### config.mk
export PLATFORM = sky130hd
export DESIGN_NAME = victim_buffer
export DESIGN_NICKNAME = d
export VERILOG_FILES = /design/src/hdl/dcache_pkg.sv /design/src/hdl/victim_buffer.sv
export SDC_FILE = /design/constraint.sdc
export NUM_CORES = 2
export LEC_CHECK = 0
export ABC_AREA = 0
export CAP_MARGIN = 20
export CORE_UTILIZATION = 45
export DETAILED_ROUTE_END_ITERATION = 8
export DONT_BUFFER_PORTS = 1
export PLACE_DENSITY_LB_ADDON = 0.2
export SLEW_MARGIN = 10
export SYNTH_ARGS = -nofsm -noshare
export SYNTH_HDL_FRONTEND = slang
export SYNTH_SLANG_ARGS = --single-unit
### constraint.sdc
create_clock -name clock -period 25.9 [get_ports clock]
set_clock_uncertainty 0.1 [all_clocks]
set_input_delay 2.59 -clock clock [delete_from_list [all_inputs] [get_ports clock]]
set_output_delay 2.59 -clock clock [all_outputs]
set_load 0.01 [all_outputs]
### src/hdl/dcache_pkg.sv
// data cache shared definitions
package dcache_pkg;

  // geometry
  localparam int num_ways = 4;
  localparam int num_sets = 8;
  localparam int set_bits = 3;
  localparam int tag_bits = 10;
  localparam int rd_ports = 2;
  localparam int wr_ports = 2;
  localparam int vb_depth = 4;

  typedef logic [$clog2(num_ways)-1:0] way_t;

  typedef struct packed {
    logic [63:0]         data;
    logic [tag_bits-1:0] tag;
    logic                valid;
    logic                dirty;
  } cache_line_t;

  typedef struct packed {
    logic                en;
    logic [set_bits-1:0] idx;
    logic [tag_bits-1:0] tag;
  } rd_req_t;

  typedef struct packed {
    logic                en;
    logic [set_bits-1:0] idx;
    logic [tag_bits-1:0] tag;
    logic [63:0]         data;
    logic                dirty;
  } wr_req_t;

  typedef struct packed {
    logic [63:0] data;
    logic        valid;
    logic        miss;
  } rd_resp_t;

  // a line leaving the array, or leaving the victim buffer
  typedef struct packed {
    logic                valid;
    logic [set_bits-1:0] idx;
    cache_line_t         line;
  } evict_t;

  typedef enum logic [1:0] {
    look_miss,
    look_hit,
    look_forward
  } lookup_e;

  typedef struct packed {
    logic                en;
    logic [set_bits-1:0] idx;
    way_t                way;
  } touch_t;

endpackage

### src/hdl/victim_buffer.sv
// oldest-first victim buffer
`timescale 1ns/1ps

module victim_buffer
  import dcache_pkg::*;
(
  input  logic                              clock,
  input  logic                              reset,
  input  evict_t [wr_ports-1:0]             evict,
  input  wr_req_t [wr_ports-1:0]            wr_req,
  input  logic [rd_ports-1:0]               rd_miss,
  input  logic [rd_ports-1:0][set_bits-1:0] rd_idx,
  input  logic [rd_ports-1:0][tag_bits-1:0] rd_tag,
  output logic [rd_ports-1:0][63:0]         vb_data,
  output logic [rd_ports-1:0]               vb_hit,
  output evict_t [wr_ports-1:0]             writeback
);

  // entry 0 is the oldest
  evict_t [vb_depth-1:0]          entries;
  evict_t [vb_depth-1:0]          entries_next;
  evict_t [vb_depth+wr_ports-1:0] work;
  evict_t [wr_ports-1:0]          wb_next;
  logic [vb_depth-1:0]            stale;
  int unsigned                    fill;
  int unsigned                    spill;

  always_comb begin
    work = '0;
    fill = 0;
    // survivors packed to the front, stale copies dropped
    for (int i = 0; i < vb_depth; i++) begin
      stale[i] = 1'b0;
      for (int p = 0; p < wr_ports; p++) begin
        if (wr_req[p].en && (wr_req[p].idx == entries[i].idx) &&
            (wr_req[p].tag == entries[i].line.tag)) begin
          stale[i] = 1'b1;
        end
      end
      if (entries[i].valid && !stale[i]) begin
        work[fill] = entries[i];
        fill = fill + 1;
      end
    end
    // new victims behind them, port 0 first
    for (int p = 0; p < wr_ports; p++) begin
      if (evict[p].valid) begin
        work[fill] = evict[p];
        fill = fill + 1;
      end
    end
    spill = (fill > vb_depth) ? fill - vb_depth : 0;
    for (int i = 0; i < vb_depth; i++) begin
      entries_next[i] = work[i+spill];
    end
    // pushed-out lines leave through writeback only when dirty
    for (int k = 0; k < wr_ports; k++) begin
      wb_next[k]       = work[k];
      wb_next[k].valid = (k < spill) && work[k].line.dirty;
    end
  end

  always_comb begin
    for (int r = 0; r < rd_ports; r++) begin
      vb_hit[r]  = 1'b0;
      vb_data[r] = '0;
      for (int i = 0; i < vb_depth; i++) begin
        if (rd_miss[r] && entries[i].valid && (entries[i].idx == rd_idx[r]) &&
            (entries[i].line.tag == rd_tag[r])) begin
          vb_hit[r]  = 1'b1;
          vb_data[r] = entries[i].line.data;
        end
      end
    end
  end

  always_ff @(posedge clock) begin
    if (reset) begin
      for (int i = 0; i < vb_depth; i++) begin
        entries[i].valid <= 1'b0;
      end
      for (int k = 0; k < wr_ports; k++) begin
        writeback[k].valid <= 1'b0;
      end
    end else begin
      entries   <= entries_next;
      writeback <= wb_next;
    end
  end

endmodule

# After elaboration in Yosys (flattened, before gate mapping)
# Index checks and enable logic that the tools add are counted.
[classes]
eq_ne = 32
n_addsub = 9
order_cmp = 17
n_mux = 60
reduce_logical = 55
[op_table]
columns = ["op", "count"]
rows = [
  ["$bwmux 480", 5],
  ["$mux 480", 5],
  ["$demux 80 s3", 5],
  ["$bmux 80 s3", 4],
  ["$mux 80", 10],
  ["$mux 64", 8],
  ["$lt 32x4->1 const B", 9],
  ["$mux 32", 6],
  ["$add 32x1->32 const B", 5],
  ["$eq 10x10->1", 16],
  ["$ge 32x1->1 const B", 5],
  ["$add 2x32->32 const A", 2],
  ["$lt 1x32->1 const A", 2],
  ["$logic_and 1x1->1", 51],
  ["$eq 3x3->1", 16],
  ["$add 1x32->32 const A", 1],
  ["$gt 32x3->1 const B", 1],
  ["$sub 32x3->32 const B", 1],
  ["$mux 1", 17],
  ["$logic_not 1->1", 4],
]
[word_totals]
input_bits = 348
elab_cells = 209
reg_bits = 480
output_inout_bits = 290

# Longest topological paths before layout
[depth]
depth_word = 24
mapped_depth = 37
mapped_depth_nobuf = 29

# Worst setup path before layout
# Ideal clock, no wire load.
[synth_path]
path_kind = "input to register"
start = "in reset"
end = "reg writeback[159] (netlist name)"
slack_ns = 12.985
required_ns = 25.677
n_path_buf = 0
setup_time_ns = 0.123
t_arrival_ns = 12.692
stages = 2
path_cell_list = "inv_1 and3_1"
[synth_rtl]
columns = ["element", "line_no", "rtl"]
rows = [
  ["start, declared", "victim_buffer.sv:8", "input logic reset,"],
  ["end signal, assigned", "victim_buffer.sv:87", "writeback <= wb_next;"],
  ["end, declared", "victim_buffer.sv:16", "output evict_t [wr_ports-1:0] writeback"],
]
# No word-level cell between the ends.

==> impl_metrics.json <==
{
  "reg2reg_depth": 31,
  "finalNetCount": 5566,
  "rsz0062_at_grt": "false",
  "drive_gt1_share_pct": 11.3,
  "antenna_left": 0,
  "cp-start-kind": "input pin",
  "start_util_pct": 45.5,
  "ios": 638,
  "die-area_sq_um": 110000,
  "holdPathStages": 4,
  "firstDrtPassIters": 9,
  "path_max_fanout": 89,
  "htree_levels": 2,
  "drtIter0Drc": 9453,
  "synth_area_sq_um": 48900,
  "cts_buffers": 61,
  "leakage_nw": 18.7,
  "crit_family": "buffers and inverters",
  "gp_congestion": 0.952,
  "cts_tree": "yes",
  "hold_class": "flop to flop",
  "wire_per_inst_um": 38.1,
  "place_area_sq_um": 49400,
  "dpl.cell_count": 6549,
  "ys.flop_type": "edfxtp_1",
  "yosysSeqAreaShare_pct": 29.4,
  "grt_pass1_wl_mm": 356,
  "multi_input_area_sq_um": 31200,
  "n_fill_cell": 10100,
  "worst_pin_slew_ns": 1.33,
  "critPathKind": "input pin to flop",
  "post_cts_resized": 0,
  "worstReg2RegEnd": "entries[318]",
  "hold_start": "entries[290]",
  "cp-end-kind": "flop",
  "final_cell_area_sq_um": 51400,
  "path_buf_inv": 8,
  "synth_warnings": 0,
  "period_share_pct": 50.9,
  "violations": "design-rule violations",
  "io_buffers": 0,
  "wirelength_mm": 254,
  "clk_latency_ns": 0.72,
  "drc": 3,
  "synth_edf_count": 474,
  "timing.rr.start": "entries[156]",
  "cts_root_buf": "clkbuf_16",
  "syn_to_final_growth_pct": 5.10,
  "rrSetupSlack_ns": 13.81,
  "fp.dieW_um": 332,
  "dieHeight_um": 332,
  "power.density_nw_per_um2": 156,
  "power_mw": 8.00,
  "cts_buffer_depth": 3,
  "synth_cell_types": 83,
  "path_clk_slew_ns": 0.08,
  "synth_seq_cells": 480,
  "hold_violations": 0,
  "crit_top_cell": "ha_1",
  "critical_path_arrival_ns": 13.50,
  "synthCells": 5703,
  "syn_nets": 6059,
  "max_slew_margin_pct": 11.2,
  "grt_start_max_net_pins": 130,
  "finalSetupViolCount": 0,
  "holdWs_ns": 0.920,
  "antenna_found_initial": 4,
  "clock_sinks": 480,
  "final.setup.tns_ns": 0,
  "fin_cells": 6669,
  "whs_endpoint": "writeback[50]",
  "maxCapViolations": 0,
  "fin_crit_ns": 13.18,
  "via_per_inst": 7.91,
  "rows": 120,
  "vdd_drop_max_mv": 0.224,
  "num_vias": 52700,
  "syn_avg_cell_area_sq_um": 8.57,
  "grt_use_total_pct": 44.0,
  "place_hpwl_mm": 138,
  "post_cts_buffers": 0,
  "seqCellArea_sq_um": 14400,
  "cp.required_ns": 26.23,
  "max_clock_freq_mhz": 75.9,
  "drv_slew": 0,
  "slowest_delay_ns": 1.27,
  "overflow": 0,
  "coreArea_sq_um": 107000,
  "grt_pass1_vias": 49500,
  "cpMaxStageDelayCell": "or4_2",
  "status": "finished, violations left",
  "holdBufCountCts": 0,
  "async_flop_share_pct": 0
}
stage by stage:
stage | util [%] | setup WS, ns
after floorplan | - | 12.99
after global placement | 46.0 | 12.40
after detailed placement | 46.0 | 12.37
after CTS | 47.8 | 13.12
after global routing | 47.9 | 12.53
final | 47.9 | 12.72
Yosys cell counts, drive strengths merged, types with 50 or more instances:
master    n  area share [%]
o21ai   230             2.4
a21oi   375             3.8
o221ai  236             4.3
nor3    147             1.5
a221o   130             2.7
nand4    50            0.64
inv     251             1.9
mux2i   592              12
a221oi  119             2.2
edfxtp  474              29
a211oi   52            0.81
clkbuf  480             3.7
nand2   493             3.8
nor4    103             1.4
xnor2   177             3.2
nand2b   81             1.0
buf     211             2.1
a22oi   114             1.8
nor2    235             1.8
a31oi   118             1.6
nand3   267             2.7
a22o    123             2.2
o22a     69             1.2
mux2    272             6.3
metal layers:
layer / track usage [%] / vias to the layer above / part of all wire (%)
met4: 31.3 / 2 / 8.7
met1: 53.7 / 24800 / 34
met2: 63.2 / 5278 / 40
met5: 0.825 / - / 0.048
met3: 16.6 / 1575 / 17
li1: - / 21100 / -
worst reg2reg max path, delay by kind of cell, from the launching register on:
| kind | cells | cell delay, ns |
|---|---|---|
| buffers and inverters | 8 | 3.85 |
| adder cells (fa/ha/maj) | 6 | 2.21 |
| AND/OR/NAND/NOR | 7 | 2.20 |
| AO/OA/AOI/OAI | 6 | 1.83 |
| flip-flops | 1 | 0.75 |
| XOR/XNOR | 3 | 0.56 |
| multiplexers | 1 | 0.31 |
placed cells by master (no fill, tap or decap), types with 118 or more instances in the layout:
master	netlist	layout
a22o_1	123	123
o221ai_1	233	233
buf_4	5	127
inv_1	247	246
nor2_1	233	224
nand2_1	493	488
xnor2_1	175	174
a221o_1	130	130
o21ai_0	226	225
edfxtp_1	474	474
nand3_1	267	266
a21oi_1	375	374
mux2i_1	592	592
mux2_2	272	272
a221oi_1	118	118
nor3_1	145	143
cell families after synthesis:
| logic type | Yosys count | share of synthesized area (%) |
|---|---|---|
| AO/OA/AOI/OAI | 1778 | 26.8 |
| XOR/XNOR | 215 | 3.91 |
| adder cells (fa/ha/maj) | 8 | 0.205 |
| buffers and inverters | 943 | 7.78 |
| flip-flops | 480 | 29.4 |
| multiplexers | 864 | 18.4 |
| other | 1 | 0.00767 |
| AND/OR/NAND/NOR | 1414 | 13.5 |
final cells by class:
cell class | count | area share [%]
antenna | 4 | 0.0195
clock inverter | 45 | 0.726
inverter | 252 | 1.88
sequential | 480 | 27.9
timing repair buffer | 135 | 2.18
tap | 1403 | 3.42
clock buffer | 70 | 3.12
multi-input combinational | 4280 | 60.7
report_power, final:
part / switching, mW / internal [mW]
logic: 3.52 / 1.62
registers: 0.500 / 1.47
clock network: 0.393 / 0.491
registers in the layout, summed over array words and instances (netlist names):
register	cells
writeback	160
entries	320
worst max-delay path by stage:
| stage | slack, ns | start | end | depth (start not counted) |
|---|---|---|---|---|
| floorplan | 12.99 | reset | writeback[159] | 2 |
| global placement | 12.40 | wr_req[72] | entries[318] | 31 |
| detailed placement | 12.37 | wr_req[75] | entries[318] | 31 |
| CTS | 13.12 | wr_req[75] | entries[318] | 31 |
| global route | 12.53 | wr_req[75] | entries[318] | 31 |
| finish | 12.72 | wr_req[75] | entries[318] | 31 |
No activity file was read; power rests on OpenSTA's default activity.
