--- config.mk ---
export PLATFORM = sky130hd
export DESIGN_NAME = plru_state
export DESIGN_NICKNAME = d
export VERILOG_FILES = /design/src/hdl/dcache_pkg.sv /design/src/hdl/plru_state.sv
export SDC_FILE = /design/constraint.sdc
export NUM_CORES = 1
export LEC_CHECK = 0
export ABC_AREA = 1
export BUFFER_PORTS_ARGS = -buffer_cell sky130_fd_sc_hd__clkbuf_2
export CORE_UTILIZATION = 45
export CTS_CLUSTER_SIZE = 40
export DETAILED_ROUTE_END_ITERATION = 10
export GPL_ROUTABILITY_DRIVEN = 0
export PLACE_DENSITY_LB_ADDON = 0.1
export SETUP_SLACK_MARGIN = 0.05
export SYNTH_ARGS = -nofsm -noshare
export SYNTH_HDL_FRONTEND = slang
export SYNTH_SLANG_ARGS = --single-unit
--- constraint.sdc ---
create_clock -name clock -period 6.5 [get_ports clock]
set_input_delay 0 -clock clock [delete_from_list [all_inputs] [get_ports clock]]
set_output_delay 0 -clock clock [all_outputs]
set_load 0.01 [all_outputs]
--- src/hdl/dcache_pkg.sv ---
// data cache shared definitions
package dcache_pkg;

  // geometry
  localparam int num_ways = 4;
  localparam int num_sets = 8;
  localparam int set_bits = 3;
  localparam int tag_bits = 10;
  localparam int rd_ports = 2;
  localparam int wr_ports = 2;
  localparam int vb_depth = 4;

  typedef logic [$clog2(num_ways)-1:0] way_t;

  typedef struct packed {
    logic [63:0]         data;
    logic [tag_bits-1:0] tag;
    logic                valid;
    logic                dirty;
  } cache_line_t;

  typedef struct packed {
    logic                en;
    logic [set_bits-1:0] idx;
    logic [tag_bits-1:0] tag;
  } rd_req_t;

  typedef struct packed {
    logic                en;
    logic [set_bits-1:0] idx;
    logic [tag_bits-1:0] tag;
    logic [63:0]         data;
    logic                dirty;
  } wr_req_t;

  typedef struct packed {
    logic [63:0] data;
    logic        valid;
    logic        miss;
  } rd_resp_t;

  // a line leaving the array, or leaving the victim buffer
  typedef struct packed {
    logic                valid;
    logic [set_bits-1:0] idx;
    cache_line_t         line;
  } evict_t;

  typedef enum logic [1:0] {
    look_miss,
    look_hit,
    look_forward
  } lookup_e;

  typedef struct packed {
    logic                en;
    logic [set_bits-1:0] idx;
    way_t                way;
  } touch_t;

endpackage

--- src/hdl/plru_state.sv ---
// tree pseudo-lru state
`timescale 1ns/1ps

module plru_state
  import dcache_pkg::*;
(
  input  logic                               clock,
  input  logic                               reset,
  input  touch_t [wr_ports+rd_ports-1:0]     touch,
  input  logic [wr_ports-1:0]                alloc_en,
  input  logic [wr_ports-1:0][set_bits-1:0]  alloc_idx,
  output way_t [wr_ports-1:0]                alloc_way
);

  // bit 0 root, bit 1 ways 0-1, bit 2 ways 2-3
  logic [num_sets-1:0][2:0] tree;
  logic [num_sets-1:0][2:0] tree_next;

  // root takes the upper-half flag, the half node takes the low way bit
  function automatic logic [2:0] touch_bits(input logic [2:0] bits, input way_t w);
    logic [2:0] res;
    res    = bits;
    res[0] = w[1];
    if (w[1]) begin
      res[2] = w[0];
    end else begin
      res[1] = w[0];
    end
    return res;
  endfunction

  always_comb begin
    tree_next = tree;
    alloc_way = '0;
    // write ports in order, each sees the bits left by the one before
    for (int p = 0; p < wr_ports; p++) begin
      if (alloc_en[p]) begin
        tree_next[alloc_idx[p]][0] = ~tree_next[alloc_idx[p]][0];
        if (tree_next[alloc_idx[p]][0]) begin
          // new root 1, lower half
          tree_next[alloc_idx[p]][1] = ~tree_next[alloc_idx[p]][1];
          alloc_way[p] = {1'b0, ~tree_next[alloc_idx[p]][1]};
        end else begin
          tree_next[alloc_idx[p]][2] = ~tree_next[alloc_idx[p]][2];
          alloc_way[p] = {1'b1, ~tree_next[alloc_idx[p]][2]};
        end
      end
      if (touch[p].en) begin
        tree_next[touch[p].idx] = touch_bits(tree_next[touch[p].idx], touch[p].way);
      end
    end
    // read hits last
    for (int r = wr_ports; r < wr_ports + rd_ports; r++) begin
      if (touch[r].en) begin
        tree_next[touch[r].idx] = touch_bits(tree_next[touch[r].idx], touch[r].way);
      end
    end
  end

  always_ff @(posedge clock) begin
    if (reset) begin
      tree <= '0;
    end else begin
      tree <= tree_next;
    end
  end

endmodule

# --- Word-level counts from Yosys, hierarchy flattened ---
# Cells that the tools add are included.
word_totals:
  ff_bits: 24
  latch_bits: 0
  mem_bits_rw: 0
  romBits: 0
  out_inout_bits: 4
  wordCells: 118
  mem_count: 0
classes:
  add_sub_neg: 0
  mul: 0
  div_mod_pow: 0
  n_lt_le_gt_ge: 12
  n_eq_ne: 0
  shifts: 0
  mux: 82
  bitwise: 10
  reduce_logical: 6
op_table:
  columns: ["operator", "n"]
  rows:
  - ["24-bit bitwise mux", 10]
  - ["24-bit 2-to-1 mux", 8]
  - ["3-bit binary-select mux with 3-bit select", 12]
  - ["3-bit demux with 3-bit select", 10]
  - ["3-bit 2-to-1 mux", 14]
  - ["3-bit by 4-bit less-than comparator with 1-bit output (second input constant)", 6]
  - ["1-bit 2-to-1 mux", 20]
  - ["3-bit by 1-bit >= comparator with 1-bit output (second input constant)", 6]
  - ["2-bit 2-to-1 mux", 8]
  - ["1-bit NOT", 10]
  - ["1-bit logical AND", 6]

# --- Logic depth before layout (Yosys ltp) ---
# Gate-level depths: netlist of run 1.
depth:
  word_depth: 45
  depth_mapped: 38

# --- Worst setup path before layout of run 1 ---
# No wires, ideal clock.
synth_timing:
  kind: "reg-to-reg"
  from: "reg tree[12] (netlist bit)"
  to: "reg tree[23] (netlist bit)"
  setup_time_ns: 0.125
  t_arrival_ns: 3.308
  path_slack_ns: 3.066
  path_stages_with_launch: 36
  path_buffers: 2
  synth_period_minus_slack_ns: 3.434
  cell_sequence: "dfxtp_1 -> inv_1 -> nand2_1 -> nand3_1 -> nand2_1 -> nor2_4 -> nand3_2 -> buf_6 -> o211ai_2 -> o21a_1 -> nor2_1 -> nor2_2 -> nand3_2 -> nor2_4 -> inv_2 -> buf_6 -> nand2_1 -> nand2_1 -> nand2_1 -> nand3_1 -> nand3_1 -> nand2_1 -> nor2_1 -> nand2_2 -> nand3_1 -> nand3_1 -> nand3_1 -> nand2_1 -> nor2_2 -> nand2_2 -> nand3_1 -> nand3_1 -> nand3_1 -> nand3_2 -> o21bai_4 -> a21oi_1"
synth_via:
  elab_chain_len: 41
synth_rtl:
  columns: ["element", "line_no", "source"]
  rows:
  - ["start, declared", "plru_state.sv:16", "logic [num_sets-1:0][2:0] tree;"]
  - ["start signal, assigned", "plru_state.sv:64", "tree <= tree_next;"]
  - ["3-bit binary-select mux with 3-bit select", "plru_state.sv:38", "tree_next[alloc_idx[p]][0] = ~tree_next[alloc_idx[p]][0];"]
  - ["1-bit 2-to-1 mux (not written as such)", "plru_state.sv:38", null]
  - ["1-bit NOT", "plru_state.sv:38", null]
  - ["24-bit bitwise mux", "plru_state.sv:38", null]
  - ["3-bit binary-select mux with 3-bit select", "plru_state.sv:39, plru_state.sv:41, plru_state.sv:44", null]
  - ["3-bit 2-to-1 mux (not written as such)", "plru_state.sv:44", "tree_next[alloc_idx[p]][2] = ~tree_next[alloc_idx[p]][2];"]
  - ["1-bit NOT (on tied branches)", "plru_state.sv:44, plru_state.sv:41", null]
  - ["24-bit bitwise mux (on tied branches)", "plru_state.sv:44, plru_state.sv:41", null]
  - ["(+25 left out)", null, null]
  - ["24-bit bitwise mux", "plru_state.sv:55", "tree_next[touch[r].idx] = touch_bits(tree_next[touch[r].idx], touch[r].way);"]
  - ["24-bit 2-to-1 mux *", "plru_state.sv:54", "if (touch[r].en) begin"]
  - ["3-bit binary-select mux with 3-bit select", "plru_state.sv:55", null]
  - ["3-bit 2-to-1 mux (not written as such)", "plru_state.sv:55", null]
  - ["1-bit 2-to-1 mux", "plru_state.sv:24", "if (w[1]) begin"]
  - ["1-bit 2-to-1 mux", "plru_state.sv:54", null]
  - ["24-bit bitwise mux", "plru_state.sv:55", null]
  - ["24-bit 2-to-1 mux *", "plru_state.sv:54", null]
# Every way passes the cells marked *; elsewhere a longest branch is shown, timed or not. The select of a mux whose other input is x is not followed.
# A chain may end at the register's enable or synchronous reset.

# --- Worst setup path in the final report of run 1 ---
# Same ends and word-level chain as after synthesis.

==> results.json, run 1 <==
{
  "status": "finished clean",
  "syn-cell-area_sq_um": 4580,
  "critical_path_class": "reg -> reg",
  "wl_mm": 16.7,
  "powerDensity_nw_per_um2": 167,
  "async_reset_ff_frac": 0,
  "fin_area_sq_um": 4890,
  "yosys_warnings": 0,
  "htreeDepth": 1,
  "wire_per_inst_um": 15.5,
  "drive_above_1_share": 0.0782,
  "clk_pin_slew_ns": 0.08,
  "arrival_ns": 4.83,
  "critical_path.max_stage_delay_ns": 0.38,
  "synthFlopType": "dfxtp_1",
  "dp_slack_ns": 1.90,
  "clockBufferDepth": 2,
  "clock-sinks": 24,
  "initial_core_util": 0.466,
  "cap_violations": 0,
  "hold_end": "tree[15]",
  "seqPwrFrac": 0.226,
  "clock_skew_ns": 0.00133,
  "synthDistinctLibCells": 38,
  "reg2reg_slack_ns": 1.80,
  "syn2layout_area_growth_pct": 6.75,
  "switching_share": 0.505,
  "worstPathMaxFanout": 20,
  "coreArea_sq_um": 9820,
  "ctsResizeCount": 0,
  "avgSynthCellArea_sq_um": 4.95,
  "io_buffers": 37,
  "r2r-start": "tree[12]",
  "num_rows": 36,
  "grt_antenna_before_repair": 0,
  "grt-ovfl-total": 0,
  "fin_crit_ns": 4.70,
  "grt_pass1_vias": 5360,
  "dpl-instance-area_sq_um": 4810,
  "largestRegisters": "tree x24",
  "dieArea_sq_um": 10600,
  "ys_seq_area_frac": 0.105,
  "vdd_ir_drop_max_v": 0.000159,
  "clkLatencyLatePin_ns": 0.26,
  "die-height_um": 103,
  "dp_hpwl_mm": 14.0,
  "p_int_mw": 0.404,
  "yosys_register_bits": 24,
  "drt_iter0_drc": 626,
  "vias_per_cell": 5.62,
  "power_leakage_nw": 2.65,
  "fin_setup_tns_ns": 0,
  "hp-class": "in -> reg",
  "cts_setup_buffers": 0,
  "worstMarginPinSlew_ns": 0.764,
  "fin_nets": 981,
  "cts_tree": "yes",
  "die_width_um": 103,
  "vias": 6062,
  "r2r-end": "tree[23]",
  "setup_viol": 0,
  "synth_edf_count": 0,
  "p_clk_frac": 0.154,
  "path_common_cell": "nand2_1",
  "largest_register_ffs": 24,
  "slew_viol_final": 0,
  "utilization": 0.498,
  "diodes": 0,
  "cts_buffers": 3,
  "synth_nets": 958,
  "worstPathRequired_ns": 6.63,
  "grt_max_degree": 29,
  "fillers": 1172,
  "ctsHoldBuffers": 0,
  "clockRootBuffer": "clkbuf_8",
  "hold_viol": 0,
  "reg2regPathDepth": 33,
  "top_register": "tree",
  "cp_slowest_cell": "nor2_4",
  "endpoint_kind": "register",
  "drtAntennaViolNets": 0,
  "route.detailed.drc": 0,
  "worstSetupStartpointType": "register",
  "holdPathStages": 2,
  "ios": 38,
  "rsz0062_at_grt": "no",
  "fin_crit_sh": 0.723,
  "pwr-share-comb": 0.620,
  "setup_slack_ns": 1.80,
  "relSlewSlack": 0.487,
  "synth_cells": 924,
  "hp-start": "reset",
  "fmax_mhz": 213,
  "firstDrtPassIters": 5,
  "grt_usage": 0.325,
  "grt_pass1_wl_mm": 26.5,
  "p_switching_mw": 0.411
}
[per-stage QoR]
stage / instances / hold slack, ns / power [mW]
2_1_floorplan: 924 / 0.0785 / 0.546
3_3_place_gp: 1075 / 0.281 / 0.681
3_5_place_dp: 1075 / 0.278 / 0.677
4_1_cts: 1079 / 0.00124 / 0.802
5_1_grt: 1079 / 0.00888 / 0.884
6_report: 1079 / 0.00747 / 0.815
[layout by cell type, fill, tap and decap left out, drive strengths merged]
master | synthesis | layout
inv | 116 | 116
o41ai | 1 | 1
a211oi | 4 | 4
o211a | 1 | 1
nor3 | 11 | 11
o211ai | 3 | 3
dfxtp | 24 | 24
clkinv | 5 | 5
nand3 | 197 | 197
o2111ai | 1 | 1
o21ai | 32 | 32
nand4 | 14 | 14
o21bai | 3 | 3
or2 | 2 | 2
clkbuf | 6 | 40
o31ai | 2 | 2
a221oi | 2 | 2
o221ai | 3 | 3
o21a | 2 | 2
o22ai | 8 | 8
a2bb2oi | 1 | 1
nor2 | 94 | 94
a31oi | 5 | 5
a21oi | 25 | 25
nand2 | 337 | 337
bufinv | 0 | 1
xor2 | 12 | 12
[worst max-delay path: cells and delay by family, from the launching register on]
family	cells	cell delay (ns)
AND/OR/NAND/NOR	27	3.18
flip-flops	1	0.32
AO/OA/AOI/OAI	3	0.54
buffers and inverters	3	0.50
[power by group through the flow]
stage / logic [mW] / clock network, mW / registers [mW]
floorplan: 0.369 / 0 / 0.177
global placement: 0.495 / 0 / 0.186
detailed placement: 0.491 / 0 / 0.186
CTS: 0.492 / 0.127 / 0.183
global route: 0.563 / 0.135 / 0.185
finish: 0.505 / 0.126 / 0.184
[worst max path at each step]
stage | startpoint | to | slack, ns | cells past startpoint
after floorplan | tree[12] | tree[23] | 3.07 | 35
after global placement | alloc_idx[0] | tree[7] | 1.89 | 34
after detailed placement | alloc_idx[0] | tree[23] | 1.90 | 34
after CTS | tree[12] | tree[23] | 1.89 | 33
after global routing | tree[12] | tree[23] | 1.26 | 33
final | tree[12] | tree[23] | 1.80 | 33
[synthesized netlist by cell type, types with 7 or more instances]
| cell type | count | share of area |
|---|---|---|
| a21oi_1 | 25 | 0.027 |
| nand2_1 | 329 | 0.27 |
| xor2_1 | 12 | 0.023 |
| nor2_1 | 86 | 0.071 |
| dfxtp_1 | 24 | 0.10 |
| o21ai_0 | 26 | 0.028 |
| nor3_1 | 11 | 0.012 |
| nand4_1 | 14 | 0.019 |
| nand2_2 | 8 | 0.011 |
| nand3_1 | 191 | 0.21 |
| inv_1 | 110 | 0.090 |
| buf_2 | 7 | 0.0077 |
| o22ai_1 | 8 | 0.011 |
[kinds of logic after synthesis]
| family | synth area share |
|---|---|
| AOI/OAI and AO/OA | 0.127 |
| xor gates and xnor gates | 0.0230 |
| buffers and inverters | 0.124 |
| DFF | 0.105 |
| and+or+nand+nor | 0.621 |
[layer usage]
metal	vias to the layer above	global-route usage	share of wire
met5	-	0	0
met4	0	0.108	0.038
met3	58	0.0332	0.092
met2	314	0.530	0.44
met1	2626	0.447	0.43
li1	3064	-	-
[layout make-up]
type                    count  area, sq um  area share
clock buffers               3         41.3     0.00845
clock inverters             1         30.0     0.00615
inverters                 121          454      0.0930
multi-input cells         760         3530       0.722
flip-flops and latches     24          480      0.0983
well taps                 133          166      0.0341
repair buffers             37          185      0.0379
Note: power is estimated with default switching activity, not from simulation.
==> inputs of run 2 (changes only) <==
==> constraint.sdc (replaced) <==
create_clock -name clock -period 4.5 [get_ports clock]
set_input_delay 0 -clock clock [delete_from_list [all_inputs] [get_ports clock]]
set_output_delay 0 -clock clock [all_outputs]
set_load 0.01 [all_outputs]
==> run 2 against run 1 <==
Net effect:
- global-route usage shrank 0.071 points
- via count grew 6.3%
- maximum frequency grew 12%
- sequential share of layout area shrank 1.2 points
- utilization grew 7.2 points
- total power grew 56%
- register-to-register slack lost 1.5 ns
- clock skew grew 0.0028 ns
- final cell count grew 3.1%
==> results.json, run 2 (synthesized netlist as in run 1, its figures left out) <==
{
  "status": "finished clean",
  "fin_crit_sh": 0.933,
  "vias": 6444,
  "most-common-layout-cells": "309 x nand2_1, 155 x nand3_1, 109 x inv_1, 81 x nor2_1, 38 x nand3_2",
  "clock_skew_ns": 0.00413,
  "drive_above_1_share": 0.192,
  "htreeDepth": 1,
  "worstMarginPinSlew_ns": 0.685,
  "wire_per_inst_um": 16.0,
  "diodes": 0,
  "clockRootBuffer": "clkbuf_8",
  "grt_max_degree": 29,
  "grt_antenna_before_repair": 0,
  "worstPathMaxFanout": 8,
  "coreArea_sq_um": 9820,
  "powerDensity_nw_per_um2": 228,
  "dp_hpwl_mm": 14.2,
  "cap_violations": 0,
  "endpoint_kind": "register",
  "cp_slowest_cell": "dfxtp_2",
  "fin_setup_tns_ns": 0,
  "path_common_cell": "nand2_1",
  "cts_buffers": 3,
  "setup_viol": 0,
  "worstPathRequired_ns": 4.65,
  "syn2layout_area_growth_pct": 22.2,
  "drtAntennaViolNets": 0,
  "ios": 38,
  "grt_pass1_wl_mm": 26.2,
  "die_width_um": 103,
  "fmax_mhz": 238,
  "clock-sinks": 24,
  "rsz0062_at_grt": "yes",
  "hp-class": "in -> reg",
  "clockBufferDepth": 2,
  "worstSetupStartpointType": "register",
  "cts_tree": "yes",
  "relSlewSlack": 0.540,
  "power_leakage_nw": 2.90,
  "multi_input_area_sq_um": 3960,
  "initial_core_util": 0.466,
  "arrival_ns": 4.34,
  "grt-ovfl-total": 0,
  "fin_nets": 1014,
  "route.detailed.drc": 0,
  "timing.hold.ws_ns": 0.116,
  "clk_pin_slew_ns": 0.08,
  "final_common_cell": "nand2_1",
  "drt_iter0_drc": 814,
  "clkLatencyLatePin_ns": 0.26,
  "regArea_sq_um": 482,
  "grt_usage": 0.324,
  "grt_pass1_vias": 5310,
  "wl_mm": 17.8,
  "top_register": "tree",
  "post-place-cells": 1093,
  "vdd_ir_drop_max_v": 0.000184,
  "io_buffers": 37,
  "slew_viol_final": 0,
  "fin_cells": 1112,
  "critical_path_class": "reg -> reg",
  "fillers": 1043,
  "firstDrtPassIters": 6,
  "die-height_um": 103,
  "dieArea_sq_um": 10600,
  "num_rows": 36,
  "largestRegisters": "tree x24",
  "largest_register_ffs": 24,
  "fin_crit_ns": 4.20,
  "hold_viol": 0,
  "critical_path.max_stage_delay_ns": 0.33,
  "vias_per_cell": 5.79
}
run 2: final cells by class:
cell class	instances	share of cell area
Clock buffer	4	0.00984
Tap cell	133	0.0297
Inverter	121	0.0821
Multi-Input combinational cell	760	0.709
Sequential cell	24	0.0861
Timing Repair Buffer	70	0.0837
run 2: worst paths after layout:
path	start	end	slack, ns	cells past startpoint
max	tree[15]	tree[1]	0.30	39
min	touch[19]	tree[18]	0.12	2
max reg2reg	tree[15]	tree[1]	0.30	39
min reg2reg	tree[12]	tree[12]	0.95	6
run 2: power by group:
group / leakage [nW] / internal, mW / switching, mW / total [mW]
registers: 0.198 / 0.239 / 0.0272 / 0.266
clock network: 0.0288 / 0.0780 / 0.0618 / 0.140
logic: 2.67 / 0.295 / 0.572 / 0.867
run 2: per-stage QoR:
stage	util	power, mW	cell area, sq um	setup WS [ns]
floorplan	-	0.789	4580	1.07
global placement	0.504	1.01	4950	0.298
detailed placement	0.504	1.01	4950	0.248
CTS	0.511	1.15	5010	0.341
global route	0.570	1.36	5590	-0.00873
finish	0.570	1.27	5590	0.304
run 2: what timing repair did:
action	4_1_cts	5_1_grt
endpoints found under the hold margin	2	0
setup buffers	0	14
hold buffers	1	0
endpoints found under the setup margin	0	16
gates resized for setup	0	106
run 2: worst max-delay path: cells and delay by family, from the launching register on:
| kind | cells | cell delay, ns |
|---|---|---|
| and+or+nand+nor | 32 | 2.91 |
| AOI/OAI and AO/OA | 2 | 0.22 |
| buffers and inverters | 5 | 0.57 |
| DFF | 1 | 0.33 |
run 2: per-layer routing:
layer / vias up / GRT usage / routed length [um]
met5: - / 0 / 0
met4: 0 / 0.111 / 779
li1: 3138 / - / -
met2: 402 / 0.531 / 7750
met1: 2835 / 0.451 / 7570
met3: 69 / 0.0210 / 1740
